==> config.mk <==
export PLATFORM = sky130hd
export DESIGN_NAME = force_input_buffer
export DESIGN_NICKNAME = d
export VERILOG_FILES = /design/src/force_pkg.sv /design/src/force_input_buffer.sv
export SDC_FILE = /design/constraint.sdc
export NUM_CORES = 2
export LEC_CHECK = 0
export ABC_AREA = 0
export BUFFER_PORTS_ARGS = -buffer_cell sky130_fd_sc_hd__buf_2
export CORE_ASPECT_RATIO = 1.25
export CORE_MARGIN = 2
export CORE_UTILIZATION = 62
export CTS_CLUSTER_DIAMETER = 100
export DETAILED_ROUTE_END_ITERATION = 16
export PLACE_DENSITY = 0.8
export SYNTH_ARGS = -nofsm -noshare
export SYNTH_HDL_FRONTEND = slang
export SYNTH_SLANG_ARGS = --single-unit
==> constraint.sdc <==
create_clock -name clk -period 5.15 [get_ports clk]
set_input_delay 1.03 -clock clk [delete_from_list [all_inputs] [get_ports clk]]
set_output_delay 1.03 -clock clk [all_outputs]
set_load 0.05 [all_outputs]
==> src/force_pkg.sv <==
// Force write-back types
// Shared widths and structs for the home-cell force path: force components,
// cell coordinates, particle addresses and the queued partial-force record

package force_pkg;

	////////////////////
	// Scalar widths
	////////////////////

	// IEEE single precision component
	typedef logic [31:0] force_value_t;
	// One coordinate of a cell
	typedef logic [3:0] cell_id_t;
	// Particle slot inside a cell
	typedef logic [8:0] cell_addr_t;
	// {cell_x, cell_y, cell_z, cell_addr}
	typedef logic [20:0] particle_id_t;

	// Cell fields start right above the address
	localparam int CELL_ID_LSB = $bits(cell_addr_t);

	////////////////////
	// Records
	////////////////////

	// Three force components, x on top
	typedef struct packed {
		force_value_t x;
		force_value_t y;
		force_value_t z;
	} force_vec_t;

	// Filtered force waiting for accumulation
	typedef struct packed {
		cell_addr_t addr;
		force_vec_t vec;
	} partial_force_t;

endpackage

==> src/force_input_buffer.sv <==
// Input FIFO for home-cell partial forces
// Absorbs stalls from read-out and address hazards. A push into a full
// buffer without a pop in the same cycle is lost and sets a sticky flag

`timescale 1ns/1ps

module force_input_buffer #(
	parameter int FORCE_CACHE_BUFFER_DEPTH = 16
) (
	input  logic                      clk,
	input  logic                      arst_n,
	input  logic                      push,
	input  force_pkg::partial_force_t push_data,
	input  logic                      pop,
	output force_pkg::partial_force_t head,
	output logic                      empty,
	output logic                      overflow
);

	localparam int PTR_W = $clog2(FORCE_CACHE_BUFFER_DEPTH);
	localparam int CNT_W = $clog2(FORCE_CACHE_BUFFER_DEPTH + 1);

	force_pkg::partial_force_t mem [FORCE_CACHE_BUFFER_DEPTH];
	logic [PTR_W-1:0] wr_ptr, rd_ptr;
	logic [CNT_W-1:0] count;
	logic full, push_ok, pop_ok;

	assign empty = count == '0;
	assign full = count == CNT_W'(FORCE_CACHE_BUFFER_DEPTH);
	// A pop frees a slot in the same cycle
	assign push_ok = push && (!full || pop);
	assign pop_ok = pop && !empty;
	assign head = mem[rd_ptr];

	// Pointers wrap at DEPTH, any depth works
	always_ff @(posedge clk or negedge arst_n) begin
		if (!arst_n) begin
			wr_ptr <= '0;
			rd_ptr <= '0;
			count <= '0;
			overflow <= 1'b0;
		end else begin
			if (push_ok)
				wr_ptr <= (wr_ptr == PTR_W'(FORCE_CACHE_BUFFER_DEPTH - 1)) ? '0 : wr_ptr + 1'b1;
			if (pop_ok)
				rd_ptr <= (rd_ptr == PTR_W'(FORCE_CACHE_BUFFER_DEPTH - 1)) ? '0 : rd_ptr + 1'b1;
			if (push_ok && !pop_ok)
				count <= count + 1'b1;
			else if (!push_ok && pop_ok)
				count <= count - 1'b1;
			// Sticky until reset
			if (push && !push_ok)
				overflow <= 1'b1;
		end
	end

	// Storage
	always_ff @(posedge clk) begin
		if (push_ok)
			mem[wr_ptr] <= push_data;
	end

endmodule

### After elaboration in Yosys (flattened, before gate mapping)

Memory sizes are Yosys's and may differ from the RTL's.
Index checks and enable logic that the tools add are counted.

| operators by class | value |
|---|---|
| reduce and logical (&&, ||, !) cells | 12 |
| mux-type cells | 6 |
| $add $sub $neg | 4 |
| eq/ne operators | 3 |

Operator list:

| cell | number |
|---|---|
| $mux W5 | 2 |
| $add A4 B1 Y4 const B | 2 |
| $eq A4 B4 Y1 const B | 2 |
| $mux W4 | 2 |
| $add A5 B1 Y5 const B | 1 |
| $eq A5 B5 Y1 const B | 1 |
| $logic_and A1 B1 Y1 | 5 |
| $logic_not A5 Y1 | 1 |
| $sub A5 B1 Y5 const B | 1 |
| $logic_not A1 Y1 | 4 |
| $mux W1 | 2 |
| $reduce_bool A2 Y1 | 1 |
| $logic_or A1 B1 Y1 | 1 |

| word-level totals | value |
|---|---|
| memories | 1 |
| bits in registers | 14 |
| word-level logic and storage cells | 30 |
| RAM bits | 1680 |
| output and inout port bits | 107 |
| input port bits | 109 |

Memories:

| memory | words | bits a word | read ports | clocked after Yosys merged registers in | wr ports | line | RTL |
|---|---|---|---|---|---|---|---|
| mem | 16 | 105 | 1 | 0 | 1 | force_input_buffer.sv:23 | `force_pkg::partial_force_t mem [FORCE_CACHE_BUFFER_DEPTH];` |

### Logic depth before layout (Yosys ltp)

| logic depth | value |
|---|---|
| depth after elaboration | 8 |
| depth in mapped cells | 12 |

### Worst setup path after synthesis

No wires, ideal clock.

| timing | value |
|---|---|
| path type | in2reg |
| from | input port pop |
| to | memory mem[0][0] (netlist bit) (enable) |
| slack | 0.779 ns |
| library setup time | 0.476 ns |
| stages on the path | 4 |
| path buffers | 0 |
| arrival | 3.895 ns |
| cells stage by stage | or3b_4 -> nand2_4 -> nor3_1 -> and2_1 |

| on the way | value |
|---|---|
| longest elaborated chain between the ends | 4 |

RTL lines:

| item | line | RTL |
|---|---|---|
| from (decl) | force_input_buffer.sv:14 | `input logic pop,` |
| $logic_or A1 B1 Y1 | force_input_buffer.sv:31 | `assign push_ok = push && (!full \|\| pop);` |
| $logic_and A1 B1 Y1 | force_input_buffer.sv:31 |  |
| $mux W1 | force_input_buffer.sv:59 | `if (push_ok)` |
| $mux W1 (implied by the code) | force_input_buffer.sv:60 | `mem[wr_ptr] <= push_data;` |
| to (decl) | force_input_buffer.sv:23 |  |

Every way passes these cells.

==> reports/summary.txt <==
outcome -> complete, no violations
row count -> 132
CTS tree -> done
Min-Delay Path Class -> input port to asynchronous set/reset pin
Seq/Total Area, Yosys -> 78.5%
wire per inst -> 31.0 um
DP Wirelength -> 77.3 mm
die width -> 293 um
post-DR vias/cell -> 6.67
post-synthesis compound-gate area fraction -> 2.40%
port bufs -> 215
sequential share of power -> 39.6%
Clock Power Share -> 26.7%
post-synthesis mux area share -> 14.2%
worst skew pair latency -> 0.77 ns
fraction of registers with async set/reset -> 0.826%
Synth Area in XOR/XNOR -> 0.0812%
Switching Share -> 35.1%
Cells after Synth -> 3,108
largest net degree at the start of global routing -> 116
Critical Path Max Stage Delay -> 0.68 ns
adder-cell area share of the yosys netlist -> 0.224%
total grt overflow -> 0
CTS root buf -> clkbuf_16
top post-synthesis cells by area -> edfxtp_1, mux4_2, mux2i_1, a221oi_1, nand2_1
area grow syn2layout -> 12.5%
RR Startpoint -> count[1]$_DFFE_PN0P_
final wirelength -> 151 mm
fin crit period -> 4.68 ns
worst r2r dst -> count[4]$_DFFE_PN0P_
CP Capture Type -> output port
CTS resizes -> 0
Finished Cell Area -> 72,900 um2
Detail Route Antenna Nets -> 0
Worst-Margin Slew -> 1.14 ns
worst hold slack -> 0.190 ns
Post-Synth Simple-Gate Area -> 3.45%
Critical Path AT -> 3.65 ns
routed vias -> 32,500
TNS Setup -> 0 ns
#FFs+latches synth -> 1,694
Worst Path Class, Setup -> flop to output port
routed length on met2 -> 79.1 mm
Syn Area/Cell -> 20.8 um2
DR pass1 iterations -> 6
Fin Clk Skew -> 0.0228 ns
final-report setup violation count -> 0
hold_buf cts -> 0
top layer in use -> met5
Starting DRT DRC Count -> 4,032
count of warnings emitted by yosys -> 0
Worst-path clk slew -> 0.07 ns
CP max stage cell -> and2_4
P_leak -> 23.7 nW
pwr dens -> 586 nW/um2
clk buf depth -> 3
number of distinct library cells after synthesis -> 37
Max VDD drop -> 0.526 mV
R2R setup slack -> 1.94 ns
met3 WL post-DR -> 12.5 mm
Max Freq -> 0.214 GHz
Ports -> 216
Comb power frac -> 33.7%
initial core utilization -> 62.5%
Post-CTS Setup Bufs -> 0
maxcap violations -> 0
Internal -> 0.0277 W
Mapped Area -> 64,800 um2
critical path required time -> 4.12 ns
antenna violations before repair -> 25
Yosys top cell area share -> 77.9%
EDFF count, synth -> 1,680
pins over their slew limit -> 0
CP max FO -> 37
Core ar. -> 104,000 um2
syn nets -> 3,228
leading area contributor after synthesis -> edfxtp_1
number of global-route vias before repair -> 34,100
Cell Area, Placed -> 67,800 um2
Hold Violations, Final -> 0
global-route wire length before repair -> 220 mm
CP Launch Type -> flop
net switching power of the design -> 0.0150 W
CP cell instances -> and2_4, buf_4, a221oi_1, o21ai_0, nand3_1, buf_2
reg2reg path depth -> 10
share of cells above drive strength 1 -> 24.4%
DRC Markers -> 0
total track usage -> 28.6%
Slew HR -> 24.0%
die area -> 107,000 um2
M1 WL -> 53.0 mm
Die Ht -> 365 um
largest family of logic cells by synthesized area -> multiplexers
Primary FF master, synth -> edfxtp_1
final-stage net count -> 3,513
RSZ-0062 raised after global routing -> no
RD Place Congestion -> 0.763
crit path buf inv count -> 2
CTS buffer count -> 155
H-tree levels -> 4
clock sink count -> 1,694
Tcrit/Tclk final -> 90.9%
Top delay family on crit path -> simple AND/OR/NAND/NOR gates
==> metrics by stage <==
| stage | util (%) | total power [W] | worst slack [ns] | std cells |
|---|---|---|---|---|
| after floorplan | - | 0.0272 | 0.779 | 3108 |
| after global placement | 65.5 | 0.0311 | 1.35 | 4576 |
| after detailed placement | 65.5 | 0.0315 | 1.36 | 4576 |
| after CTS | 70.3 | 0.0429 | 0.461 | 4850 |
| after global routing | 70.4 | 0.0441 | 0.393 | 4860 |
| final | 70.4 | 0.0427 | 0.469 | 4866 |
==> cells by family after synthesis <==
| family | after synthesis |
|---|---|
| mux | 526 |
| buf+inv | 177 |
| xor+xnor | 6 |
| fa+ha+maj | 11 |
| simple gates | 466 |
| flops | 1694 |
| compound gates | 228 |
==> how the worst max path moves through the flow <==
stage,from,end,slack [ns],depth (start not counted)
4_1_cts,rd_ptr[0]$_DFFE_PN0P_,head[18],0.46,6
3_3_place_gp,rd_ptr[0]$_DFFE_PN0P_,head[18],1.35,6
6_report,rd_ptr[2]$_DFFE_PN0P_,head[57],0.47,6
3_5_place_dp,rd_ptr[0]$_DFFE_PN0P_,head[92],1.36,6
5_1_grt,rd_ptr[2]$_DFFE_PN0P_,head[57],0.39,6
2_1_floorplan,pop,mem[0][0]$_DFFE_PP_,0.78,4
==> placed cells by master, fill, tap and decap left out, types with 4 or more instances in the layout <==
cell type,netlist,final
clkinv_1,0,31
buf_4,2,51
nand2_1,223,223
nor2_1,5,4
xnor2_1,5,5
and3_4,1,9
diode_2,0,16
and2_1,40,32
and2_0,73,73
ha_1,10,10
inv_1,9,8
edfxtp_1,1680,1680
buf_12,0,29
inv_6,0,7
dfrtp_1,14,11
clkbuf_16,0,159
buf_2,65,215
nand3_1,109,109
mux4_2,315,315
and2_4,1,9
o21ai_0,113,113
clkbuf_1,89,25
clkinvlp_4,0,6
a221oi_1,105,105
mux2i_1,211,211
bufinv_16,0,18
clkinv_2,0,25
==> cell usage after synthesis, types with 2 or more instances <==
cell type     n
and2_1       40
o21ai_0     113
mux4_2      315
buf_4         2
buf_2        65
a21oi_1       3
a221oi_1    105
nand2_1     223
and2_0       73
buf_1        10
xnor2_1       5
nand3_1     109
nor2b_1       2
edfxtp_1   1680
nor2_1        5
ha_1         10
dfrtp_1      14
clkbuf_1     89
mux2i_1     211
a21o_1        3
inv_1         9
and3_2        4
and3_1        4
==> power by group through the flow <==
stage                     logic (W)  clock network [W]  registers (W)
after floorplan              0.0102                  0         0.0170
final                        0.0144             0.0114         0.0169
after global placement       0.0141                  0         0.0170
after global routing         0.0151             0.0120         0.0170
after CTS                    0.0145             0.0115         0.0169
after detailed placement     0.0143                  0         0.0172
==> area by class of cell <==
class | count | area [um2]
multi-input combinational | 1237 | 13300
inverter | 10 | 42.5
clock buffer | 184 | 4070
timing repair buffer | 295 | 2040
antenna | 16 | 40.0
clock inverter | 90 | 930
tap | 1340 | 1680
fill | 5887 | 30700
sequential | 1694 | 50800
==> registers in the layout, indices dropped and copies added, names as in the netlist <==
| signal | flops |
|---|---|
| mem | 1680 |
| count | 5 |
| rd_ptr | 4 |
| wr_ptr | 4 |
| overflow | 1 |
==> per-layer routing <==
metal  vias to the layer above  track usage, %
li1                      13400               -
met1                     17000            35.9
met2                      1749            49.7
met3                       381            5.04
met4                        20            12.1
met5                         -               0
No activity file was read; power rests on OpenSTA's default activity.
