`config.mk`:
```
export PLATFORM = sky130hd
export DESIGN_NAME = force_accumulator
export DESIGN_NICKNAME = d
export VERILOG_FILES = /design/src/force_pkg.sv /design/src/fp_adder.sv /design/src/force_accumulator.sv
export SDC_FILE = /design/constraint.sdc
export NUM_CORES = 2
export LEC_CHECK = 0
export BUFFER_PORTS_ARGS = -buffer_cell sky130_fd_sc_hd__buf_2
export CAP_MARGIN = 20
export CORE_AREA = 2 2 247 249
export CTS_BUF_LIST = sky130_fd_sc_hd__clkbuf_8 sky130_fd_sc_hd__clkbuf_16
export CTS_CLUSTER_SIZE = 25
export DETAILED_ROUTE_END_ITERATION = 16
export DIE_AREA = 0 0 249 251
export PLACE_DENSITY = 0.91
export SYNTH_ARGS = -nofsm -noshare
export SYNTH_HDL_FRONTEND = slang
export SYNTH_SLANG_ARGS = --single-unit
```
`constraint.sdc`:
```
create_clock -name clk -period 23.7 [get_ports clk]
set_input_delay 3.555 -clock clk [delete_from_list [all_inputs] [get_ports clk]]
set_output_delay 3.555 -clock clk [all_outputs]
set_load 0.005 [all_outputs]
```
`src/force_pkg.sv`:
```
// Force write-back types
// Shared widths and structs for the home-cell force path: force components,
// cell coordinates, particle addresses and the queued partial-force record

package force_pkg;

	////////////////////
	// Scalar widths
	////////////////////

	// IEEE single precision component
	typedef logic [31:0] force_value_t;
	// One coordinate of a cell
	typedef logic [3:0] cell_id_t;
	// Particle slot inside a cell
	typedef logic [8:0] cell_addr_t;
	// {cell_x, cell_y, cell_z, cell_addr}
	typedef logic [20:0] particle_id_t;

	// Cell fields start right above the address
	localparam int CELL_ID_LSB = $bits(cell_addr_t);

	////////////////////
	// Records
	////////////////////

	// Three force components, x on top
	typedef struct packed {
		force_value_t x;
		force_value_t y;
		force_value_t z;
	} force_vec_t;

	// Filtered force waiting for accumulation
	typedef struct packed {
		cell_addr_t addr;
		force_vec_t vec;
	} partial_force_t;

endpackage

```
`src/fp_adder.sv`:
```
// Single-precision adder, three pipeline stages
// Align, add/subtract, normalize. Result is truncated, no rounding.
// No NaN, infinity or denormal handling; a zero exponent means zero

`timescale 1ns/1ps

module fp_adder (
	input  logic                    clk,
	input  logic                    arst_n,
	input  force_pkg::force_value_t a,
	input  force_pkg::force_value_t b,
	output force_pkg::force_value_t sum
);

	// Leading zeros of a 24-bit mantissa
	function automatic logic [4:0] lead_zeros(input logic [23:0] m);
		logic [4:0] lz;
		logic       found;
		lz = '0;
		found = 1'b0;
		for (int i = 23; i >= 0; i--) begin
			if (!found) begin
				if (m[i])
					found = 1'b1;
				else
					lz = lz + 5'd1;
			end
		end
		return lz;
	endfunction

	////////////////////
	// Stage 1: align
	////////////////////
	logic        a_big;
	logic [30:0] big_mag, small_mag;
	logic [7:0]  exp_diff;
	logic [23:0] man_big, man_small;
	logic        s1_sign, s1_sub;
	logic [7:0]  s1_exp;
	logic [23:0] s1_man_big, s1_man_small;

	// Larger magnitude decides the result sign and exponent
	assign a_big = a[30:0] >= b[30:0];
	assign big_mag = a_big ? a[30:0] : b[30:0];
	assign small_mag = a_big ? b[30:0] : a[30:0];
	assign exp_diff = big_mag[30:23] - small_mag[30:23];
	// Hidden bit only for nonzero exponent, so a zero operand adds nothing
	assign man_big = {big_mag[30:23] != 8'd0, big_mag[22:0]};
	assign man_small = {small_mag[30:23] != 8'd0, small_mag[22:0]};

	always_ff @(posedge clk or negedge arst_n) begin
		if (!arst_n) begin
			s1_sign <= 1'b0;
			s1_sub <= 1'b0;
			s1_exp <= '0;
			s1_man_big <= '0;
			s1_man_small <= '0;
		end else begin
			s1_sign <= a_big ? a[31] : b[31];
			s1_sub <= a[31] ^ b[31];
			s1_exp <= big_mag[30:23];
			s1_man_big <= man_big;
			// Shifted-out bits are simply lost
			s1_man_small <= (exp_diff >= 8'd24) ? '0 : man_small >> exp_diff;
		end
	end

	////////////////////
	// Stage 2: add
	////////////////////
	logic        s2_sign;
	logic [7:0]  s2_exp;
	logic [24:0] s2_man;

	always_ff @(posedge clk or negedge arst_n) begin
		if (!arst_n) begin
			s2_sign <= 1'b0;
			s2_exp <= '0;
			s2_man <= '0;
		end else begin
			s2_sign <= s1_sign;
			s2_exp <= s1_exp;
			// Big minus small never goes negative
			s2_man <= s1_sub ? {1'b0, s1_man_big} - {1'b0, s1_man_small}
			                 : {1'b0, s1_man_big} + {1'b0, s1_man_small};
		end
	end

	////////////////////
	// Stage 3: normalize
	////////////////////
	logic [4:0]  lz;
	logic [23:0] man_norm;
	logic [7:0]  exp_norm;

	always_comb begin
		lz = lead_zeros(s2_man[23:0]);
		if (s2_man[24]) begin
			// Carry out, drop one LSB
			man_norm = s2_man[24:1];
			exp_norm = s2_exp + 8'd1;
		end else begin
			man_norm = s2_man[23:0] << lz;
			exp_norm = s2_exp - {3'd0, lz};
		end
	end

	always_ff @(posedge clk or negedge arst_n) begin
		if (!arst_n)
			sum <= '0;
		else if (s2_man == '0)
			sum <= '0;
		else
			sum <= {s2_sign, exp_norm, man_norm[22:0]};
	end

endmodule

```
`src/force_accumulator.sv`:
```
// Force accumulator
// Pops queued forces, reads the running total from the cache, adds the
// partial force with three pipelined adders and writes the sum back.
// A four-stage tracker blocks a second item for an address still in flight

`timescale 1ns/1ps

module force_accumulator #(
	parameter int MAX_CELL_PARTICLE_NUM = 290
) (
	input  logic                      clk,
	input  logic                      arst_n,
	input  logic                      pause,
	input  force_pkg::partial_force_t head,
	input  logic                      empty,
	output logic                      pop,
	output force_pkg::cell_addr_t     cache_rd_addr,
	input  force_pkg::force_vec_t     cache_rd_data,
	output logic                      cache_wr_en,
	output force_pkg::cell_addr_t     cache_wr_addr,
	output force_pkg::force_vec_t     cache_wr_data
);

	// Read return plus three adder stages
	localparam int PIPE_DEPTH = 4;

	logic [PIPE_DEPTH-1:0] stage_valid;
	force_pkg::cell_addr_t stage_addr [PIPE_DEPTH];
	// Partial force only needed until the cache data comes back
	force_pkg::force_vec_t stage0_vec;
	logic hazard, issue, addr_ok;

	////////////////////
	// Issue and hazard
	////////////////////

	// RAW check against everything still in flight
	always_comb begin
		hazard = 1'b0;
		for (int i = 0; i < PIPE_DEPTH; i++) begin
			if (stage_valid[i] && stage_addr[i] == head.addr)
				hazard = 1'b1;
		end
	end

	assign issue = !empty && !pause && !hazard;
	assign pop = issue;
	// Out-of-range slot is popped and dropped
	assign addr_ok = head.addr < MAX_CELL_PARTICLE_NUM;
	// Read address goes out in the issue cycle
	assign cache_rd_addr = head.addr;

	////////////////////
	// In-flight tracker
	////////////////////

	always_ff @(posedge clk or negedge arst_n) begin
		if (!arst_n)
			stage_valid <= '0;
		else
			stage_valid <= {stage_valid[PIPE_DEPTH-2:0], issue && addr_ok};
	end

	always_ff @(posedge clk) begin
		stage_addr[0] <= head.addr;
		for (int i = 1; i < PIPE_DEPTH; i++)
			stage_addr[i] <= stage_addr[i-1];
		stage0_vec <= head.vec;
	end

	////////////////////
	// Adders
	////////////////////

	// Cache total + partial, lined up at stage 0
	fp_adder fp_adder_x (
		.clk    (clk),
		.arst_n (arst_n),
		.a      (cache_rd_data.x),
		.b      (stage0_vec.x),
		.sum    (cache_wr_data.x)
	);

	fp_adder fp_adder_y (
		.clk    (clk),
		.arst_n (arst_n),
		.a      (cache_rd_data.y),
		.b      (stage0_vec.y),
		.sum    (cache_wr_data.y)
	);

	fp_adder fp_adder_z (
		.clk    (clk),
		.arst_n (arst_n),
		.a      (cache_rd_data.z),
		.b      (stage0_vec.z),
		.sum    (cache_wr_data.z)
	);

	// Sum is ready when the item reaches the last stage
	assign cache_wr_en = stage_valid[PIPE_DEPTH-1];
	assign cache_wr_addr = stage_addr[PIPE_DEPTH-1];

endmodule

```
* Yosys cells after proc, flatten, opt, wreduce, memory -nomap -nowiden
Memory sizes are Yosys's and may differ from the RTL's. Cells that the tools add are included. W data, S select, Z words.
Word-level totals: latch bits 0, memory bits (read-only) 0, memories kept 1, RAM bits 36, input port bits 205, bits in registers 472
Memory list:
- stage_addr | words 4, width 9, rd ports 4, clocked after memory_dff 0, write ports 4, line force_accumulator.sv:28 | force_pkg::cell_addr_t stage_addr [PIPE_DEPTH];
Operators by class: $mul 0, reductions and logical operators 19, magnitude comparators 7, bitwise gates (word level) 3, div/mod/pow operators 0, shift operators 6, equal/unequal tests 4, mux-type cells 304, add/subtract/negate cells 84
Operators by type and width (number):
- $mux W5 | 138
- $add A5 B1 Y5 const B | 69
- $mux W31 | 6
- $mux W1 | 145
- $mux W32 | 3
- $ge A31 B31 Y1 | 3
- $add A24 B24 Y25 | 3
- $logic_not A25 Y1 | 3
- $mux W25 | 3
- $sub A24 B24 Y25 | 3
- $mux W24 | 3
- $shl A24 B5 Y23 | 3
- $shr A24 B8 Y24 | 3
- $mux W23 | 3
- $reduce_bool A8 Y1 | 6
- $eq A9 B9 Y1 | 4
- $add A8 B1 Y8 const B | 3
- $ge A8 B5 Y1 const B | 3
- $mux W8 | 3
- $sub A8 B5 Y8 | 3
- $sub A8 B8 Y8 | 3
- $lt A9 B9 Y1 const B | 1
- $logic_and A1 B1 Y1 | 7
- $logic_not A1 Y1 | 3
- $xor A1 B1 Y1 | 3

* Depth between registers and ports, before layout
depth after elaboration 73, mapped depth 86, depth with buffers taken out 83

* By module
From an unflattened synthesis, not the netlist that was laid out.
Unflattened totals: cell total of the unflattened synthesis 4458, area, all modules 39552.9 um^2
By module, submodules not included:
- fp_adder (fp_adder_x) | times used 1, cells each 1493, area an instance 12445.7 um^2
- fp_adder (fp_adder_y) | times used 1, cells each 1398, area an instance 11974.0 um^2
- fp_adder (fp_adder_z) | times used 1, cells each 1358, area an instance 11788.8 um^2
- force_accumulator | times used 1, cells each 209, area an instance 3344.5 um^2

* Least setup slack after synthesis
OpenSTA, ideal clock, no wires.
kind reg2reg, start point register fp_adder_z.s2_man[23], end point register fp_adder_z.sum[30], data required time 23.565 ns, path slack 8.422 ns, stages on the path, launching flop included 86, data arrival time 15.142 ns, library setup time 0.135 ns, path buffers 4, path through dfrtp_1 > clkbuf_1 > nor2_1 > ha_1 > o21a_1 > ha_1 > mux2_2 > o21a_1 > nand2_1 > o21ai_0 > o21ai_0 > ha_1 > nand2b_1 > a21oi_1 > xor2_1 > nor2_1 > nor2_1 > ha_1 > (+50 left out) > nor2_1 > a31oi_1 > buf_2 > clkinv_1 > clkbuf_1 > ha_1 > nor2b_1 > ha_1 > a21o_1 > a21o_1 > a21o_1 > a21oi_1 > o21bai_1 > a21oi_1 > xnor2_1 > and4b_1 > a21oi_1 > o41ai_1
On the way: cells in the longest elaborated chain, start to end 73
Ends and longest elaborated chain:
- start, declared | line fp_adder.sv:74 | logic [24:0] s2_man;
- start signal, assigned | line fp_adder.sv:85 | s2_man <= s1_sub ? {1'b0, s1_man_big} - {1'b0, s1_man_small}
- $mux W1 | line fp_adder.sv:23 | if (m[i])
- $add A5 B1 Y5 | line fp_adder.sv:26 | lz = lz + 5'd1;
- $mux W5 | line fp_adder.sv:23
- $mux W5 | line fp_adder.sv:22 | if (!found) begin
- $add A5 B1 Y5 | line fp_adder.sv:26
- $mux W5 | line fp_adder.sv:23
- $mux W5 | line fp_adder.sv:22
- $add A5 B1 Y5 | line fp_adder.sv:26
- (+57 left out)
- $mux W5 | line fp_adder.sv:23
- $mux W5 | line fp_adder.sv:22
- $add A5 B1 Y5 | line fp_adder.sv:26
- $mux W5 | line fp_adder.sv:23
- $mux W5 | line fp_adder.sv:22
- $sub A8 B5 Y8 | line fp_adder.sv:105 | exp_norm = s2_exp - {3'd0, lz};
- $mux W8 | line fp_adder.sv:99 | if (s2_man[24]) begin
- $mux W32 (*) | line fp_adder.sv:112 | else if (s2_man == '0)
- end signal, assigned | line fp_adder.sv:115 | sum <= {s2_sign, exp_norm, man_norm[22:0]};
- end, declared | line fp_adder.sv:12 | output force_pkg::force_value_t sum
Mark *: on every way between the ends. The rest lies on a longest branch, timed or not.

* Final worst setup path
start point register fp_adder_z.s2_man[22], end point register fp_adder_z.sum[30]
On the way: cells in the longest elaborated chain, start to end 71
Ends and longest elaborated chain (line):
- $mux W5 | fp_adder.sv:23
- $mux W5 | fp_adder.sv:22
- $add A5 B1 Y5 | fp_adder.sv:26
- $mux W5 | fp_adder.sv:23
- $mux W5 | fp_adder.sv:22
- $add A5 B1 Y5 | fp_adder.sv:26
- $mux W5 | fp_adder.sv:23
- $mux W5 | fp_adder.sv:22
- (+55 left out)
- $mux W5 | fp_adder.sv:23
- $mux W5 | fp_adder.sv:22
- $add A5 B1 Y5 | fp_adder.sv:26
- $mux W5 | fp_adder.sv:23
- $mux W5 | fp_adder.sv:22
- $sub A8 B5 Y8 | fp_adder.sv:105
- $mux W8 | fp_adder.sv:99
- $mux W32 (*) | fp_adder.sv:112
Marks and branches as above.

==> impl_metrics.ini <==
[run_status]
status = finished clean

[critical_path]
worst_ep_arrival_time_ns = 18.53
critPathMaxFanout = 28
critPathKind = register to register
critical-path-max-stage-delay_ns = 0.57
reg2regPathDepth = 82
cp-end-kind = register
reg2reg_to = fp_adder_z.sum[30]
crit_path_end = fp_adder_z.sum[30]
r2r_slack_ns = 5.67
cp-startpoint = fp_adder_z.s2_man[22]
cp_slowest_cell = a2111oi_0
cp.required_ns = 24.20
cp_common_cell = ha_1
startpoint_type = register
rr_startpoint = fp_adder_z.s2_man[22]

[cts]
cts_tree = yes
cts_inserted_buffers = 54
clk_pin_slew_ns = 0.06
htree_levels = 2
cts_root_buffer = clkbuf_16
cts_hold_buf = 0
clock_latency_ns = 0.63
cts_buffer_depth = 3
cts_setup_buffers = 0
cts.repair.resized = 0
clkSinkCount = 508

[routing]
drtAntennaViolNets = 0
avgViaCountPerCell = 6.30
routed_wl_mm = 107
vias = 35000
drtIter0Drc = 3582
drc = 0
drt_first_pass_iters = 6
wl_per_cell_um = 19.2

[synthesis]
yosysWarningCount = 0
synthAdderAreaFrac_pct = 8.98
synth-edff-count = 0
synthCells = 4524
synth_compound_area_share_pct = 17.2
synth_xor_xnor_area_share_pct = 8.94
ys_ff_latch = 508
synthSimpleGateAreaFrac_pct = 18.5
netlist_area_um2 = 38700
avgSynthCellArea_um2 = 8.55
async_flop_share_pct = 74.0
synth.distinct_cells = 106
synth_ff_type = dfrtp_1
yosysSeqAreaShare_pct = 31.2
synth_top_family_by_area = simple AND/OR/NAND/NOR gates
synthMuxAreaShare_pct = 10.8

[final_layout]
synthToLayoutAreaGrowth_pct = 10.7
final_nets = 5192
drive_gt1_share_pct = 12.3
layout_common_cells = nand2_1, nor2_1, dfrtp_1
fill_cells = 4392
seq_area_um2 = 12100
mostFrequentLayoutCell = nand2_1
multiInputGateArea_um2 = 25000

[sta]
skew_ns = 0.0230
rsz0062_at_grt = no
fin_crit_ns = 18.03
maxSlewHeadroom_pct = 26.5
timing.hold.ws_ns = 0.346
fin_tns_setup_ns = 0
setup-violations-final = 0
slew_violations = 0
fmax_mhz = 55.5
finalHoldViolCount = 0
fin_crit_sh_pct = 76.1
tightestPinTransition_ns = 1.09

[power]
ir_worst_vdd_mv = 0.0908
power_density_nw_per_um2 = 127
p_leak_uw = 0.0196

[die]
core_um2 = 59800
rows = 90
fp.dieH_um = 251
start_util_pct = 64.7
die-area_um2 = 62500
die_w_um = 249
io_pins = 321

[grt]
overflow = 0
grt_pass1_wl_mm = 169
globalRouteTotalUtil_pct = 32.9
grt_pass1_vias = 33400
grt_start_max_net_pins = 92
antenna_found_initial = 7

[flow_run]
maxCapViolations = 0

[placement]
globalplace.congestion = 0.995
port_buffers = 320
dpl.hpwl_mm = 79.1

[worst_hold_path]
hold_class = register to register
hold_path_depth = 0
metrics by stage:
step | cell area (um^2) | setup WS (ns) | utilization (%) | instances | total power (uW)
2_1_floorplan | 38700 | 8.42 | - | 4532 | 3640
3_3_place_gp | 40800 | 6.78 | 68.2 | 5447 | 4330
3_5_place_dp | 40800 | 6.06 | 68.2 | 5447 | 4420
4_1_cts | 42700 | 5.96 | 71.4 | 5547 | 5370
5_1_grt | 42800 | 4.25 | 71.6 | 5557 | 5820
6_report | 42800 | 5.67 | 71.6 | 5557 | 5440
cells in the mapped netlist (all sizes together), types with 11 or more instances:
master	count	share of area, %
dfxtp	132	6.8
dfrtp	376	24
xnor2	257	6.0
o31ai	30	0.58
buf	51	0.64
a31oi	57	0.92
and2	44	0.71
o211ai	32	0.62
a2111oi	11	0.25
a22oi	14	0.27
nor2	401	3.9
inv	207	2.0
a21boi	15	0.29
o21ai	269	3.5
nand4	34	0.55
o21bai	19	0.37
nand2	452	4.4
or4	18	0.36
mux2	42	1.2
o22ai	15	0.24
or3	27	0.44
a22o	11	0.25
nand2b	61	0.99
mux4	12	0.70
a21oi	307	4.0
a211oi	64	1.2
ha	255	8.2
nor3	111	1.5
nand3	79	1.0
nor4	53	0.89
and3	31	0.50
xor2	73	1.7
or2	22	0.36
a21o	74	1.4
o21a	37	0.72
nor2b	107	1.7
clkbuf	176	1.7
maj3	16	0.42
mux2i	342	8.9
xnor3	19	1.1
nor3b	26	0.53
cell families (layout without fill, tap and decap cells):
kind of cell    Yosys count  count (layout)
simple gates           1493            1493
fa+ha+maj               277             277
other cells               1              14
compound gates         1061            1061
flops                   508             508
buf+inv                 436             674
mux                     396             396
xor+xnor                352             352
worst max-delay path: cells and delay by family, from the launching register on:
kind,cells,cell delay [ns]
AO/OA/AOI/OAI,39,7.26
multiplexers,5,1.21
AND/OR/NAND/NOR,18,2.54
XOR/XNOR,2,0.44
buffers and inverters,3,1.00
flip-flops,1,0.46
adder cells (fa/ha/maj),15,4.93
layout make-up:
class	count	share of cell area [%]
multi-input cells	3588	58.5
flip-flops and latches	508	28.1
inverters	209	1.83
diodes	5	0.0292
repair buffers	365	4.72
well taps	782	2.29
clock buffers	63	3.50
clock inverters	37	1.02
state kept, by name (all words and copies together), names as in the netlist, 25 cells and up:
signal and count:
stage0_vec 96, stage_addr 36, fp_adder_x.sum 32, fp_adder_y.sum 32
fp_adder_z.sum 32, fp_adder_x.s2_man 25, fp_adder_y.s2_man 25, fp_adder_z.s2_man 25
layer usage:
layer  track usage, %  vias to the layer above  part of all wire, %
met4             14.0                        2                  4.6
met2             56.7                     1608                   48
met3             4.37                      354                  6.8
li1                 -                    16500                    -
met5                0                        -                0.012
met1             41.5                    16500                   40
worst min path at each step:
stage | start | to
floorplan | fp_adder_x.s1_exp[0] | fp_adder_x.s2_exp[0]
global placement | fp_adder_x.s1_exp[0] | fp_adder_x.s2_exp[0]
detailed placement | fp_adder_x.s1_exp[4] | fp_adder_x.s2_exp[4]
CTS | fp_adder_x.s1_exp[4] | fp_adder_x.s2_exp[4]
global route | fp_adder_y.s1_exp[4] | fp_adder_y.s2_exp[4]
finish | fp_adder_x.s1_exp[4] | fp_adder_x.s2_exp[4]
power breakdown:
part           switching (uW)  internal, uW
logic                    1810          1350
clock network             372           541
registers                 290          1080
(Power assumes the default switching activity.)
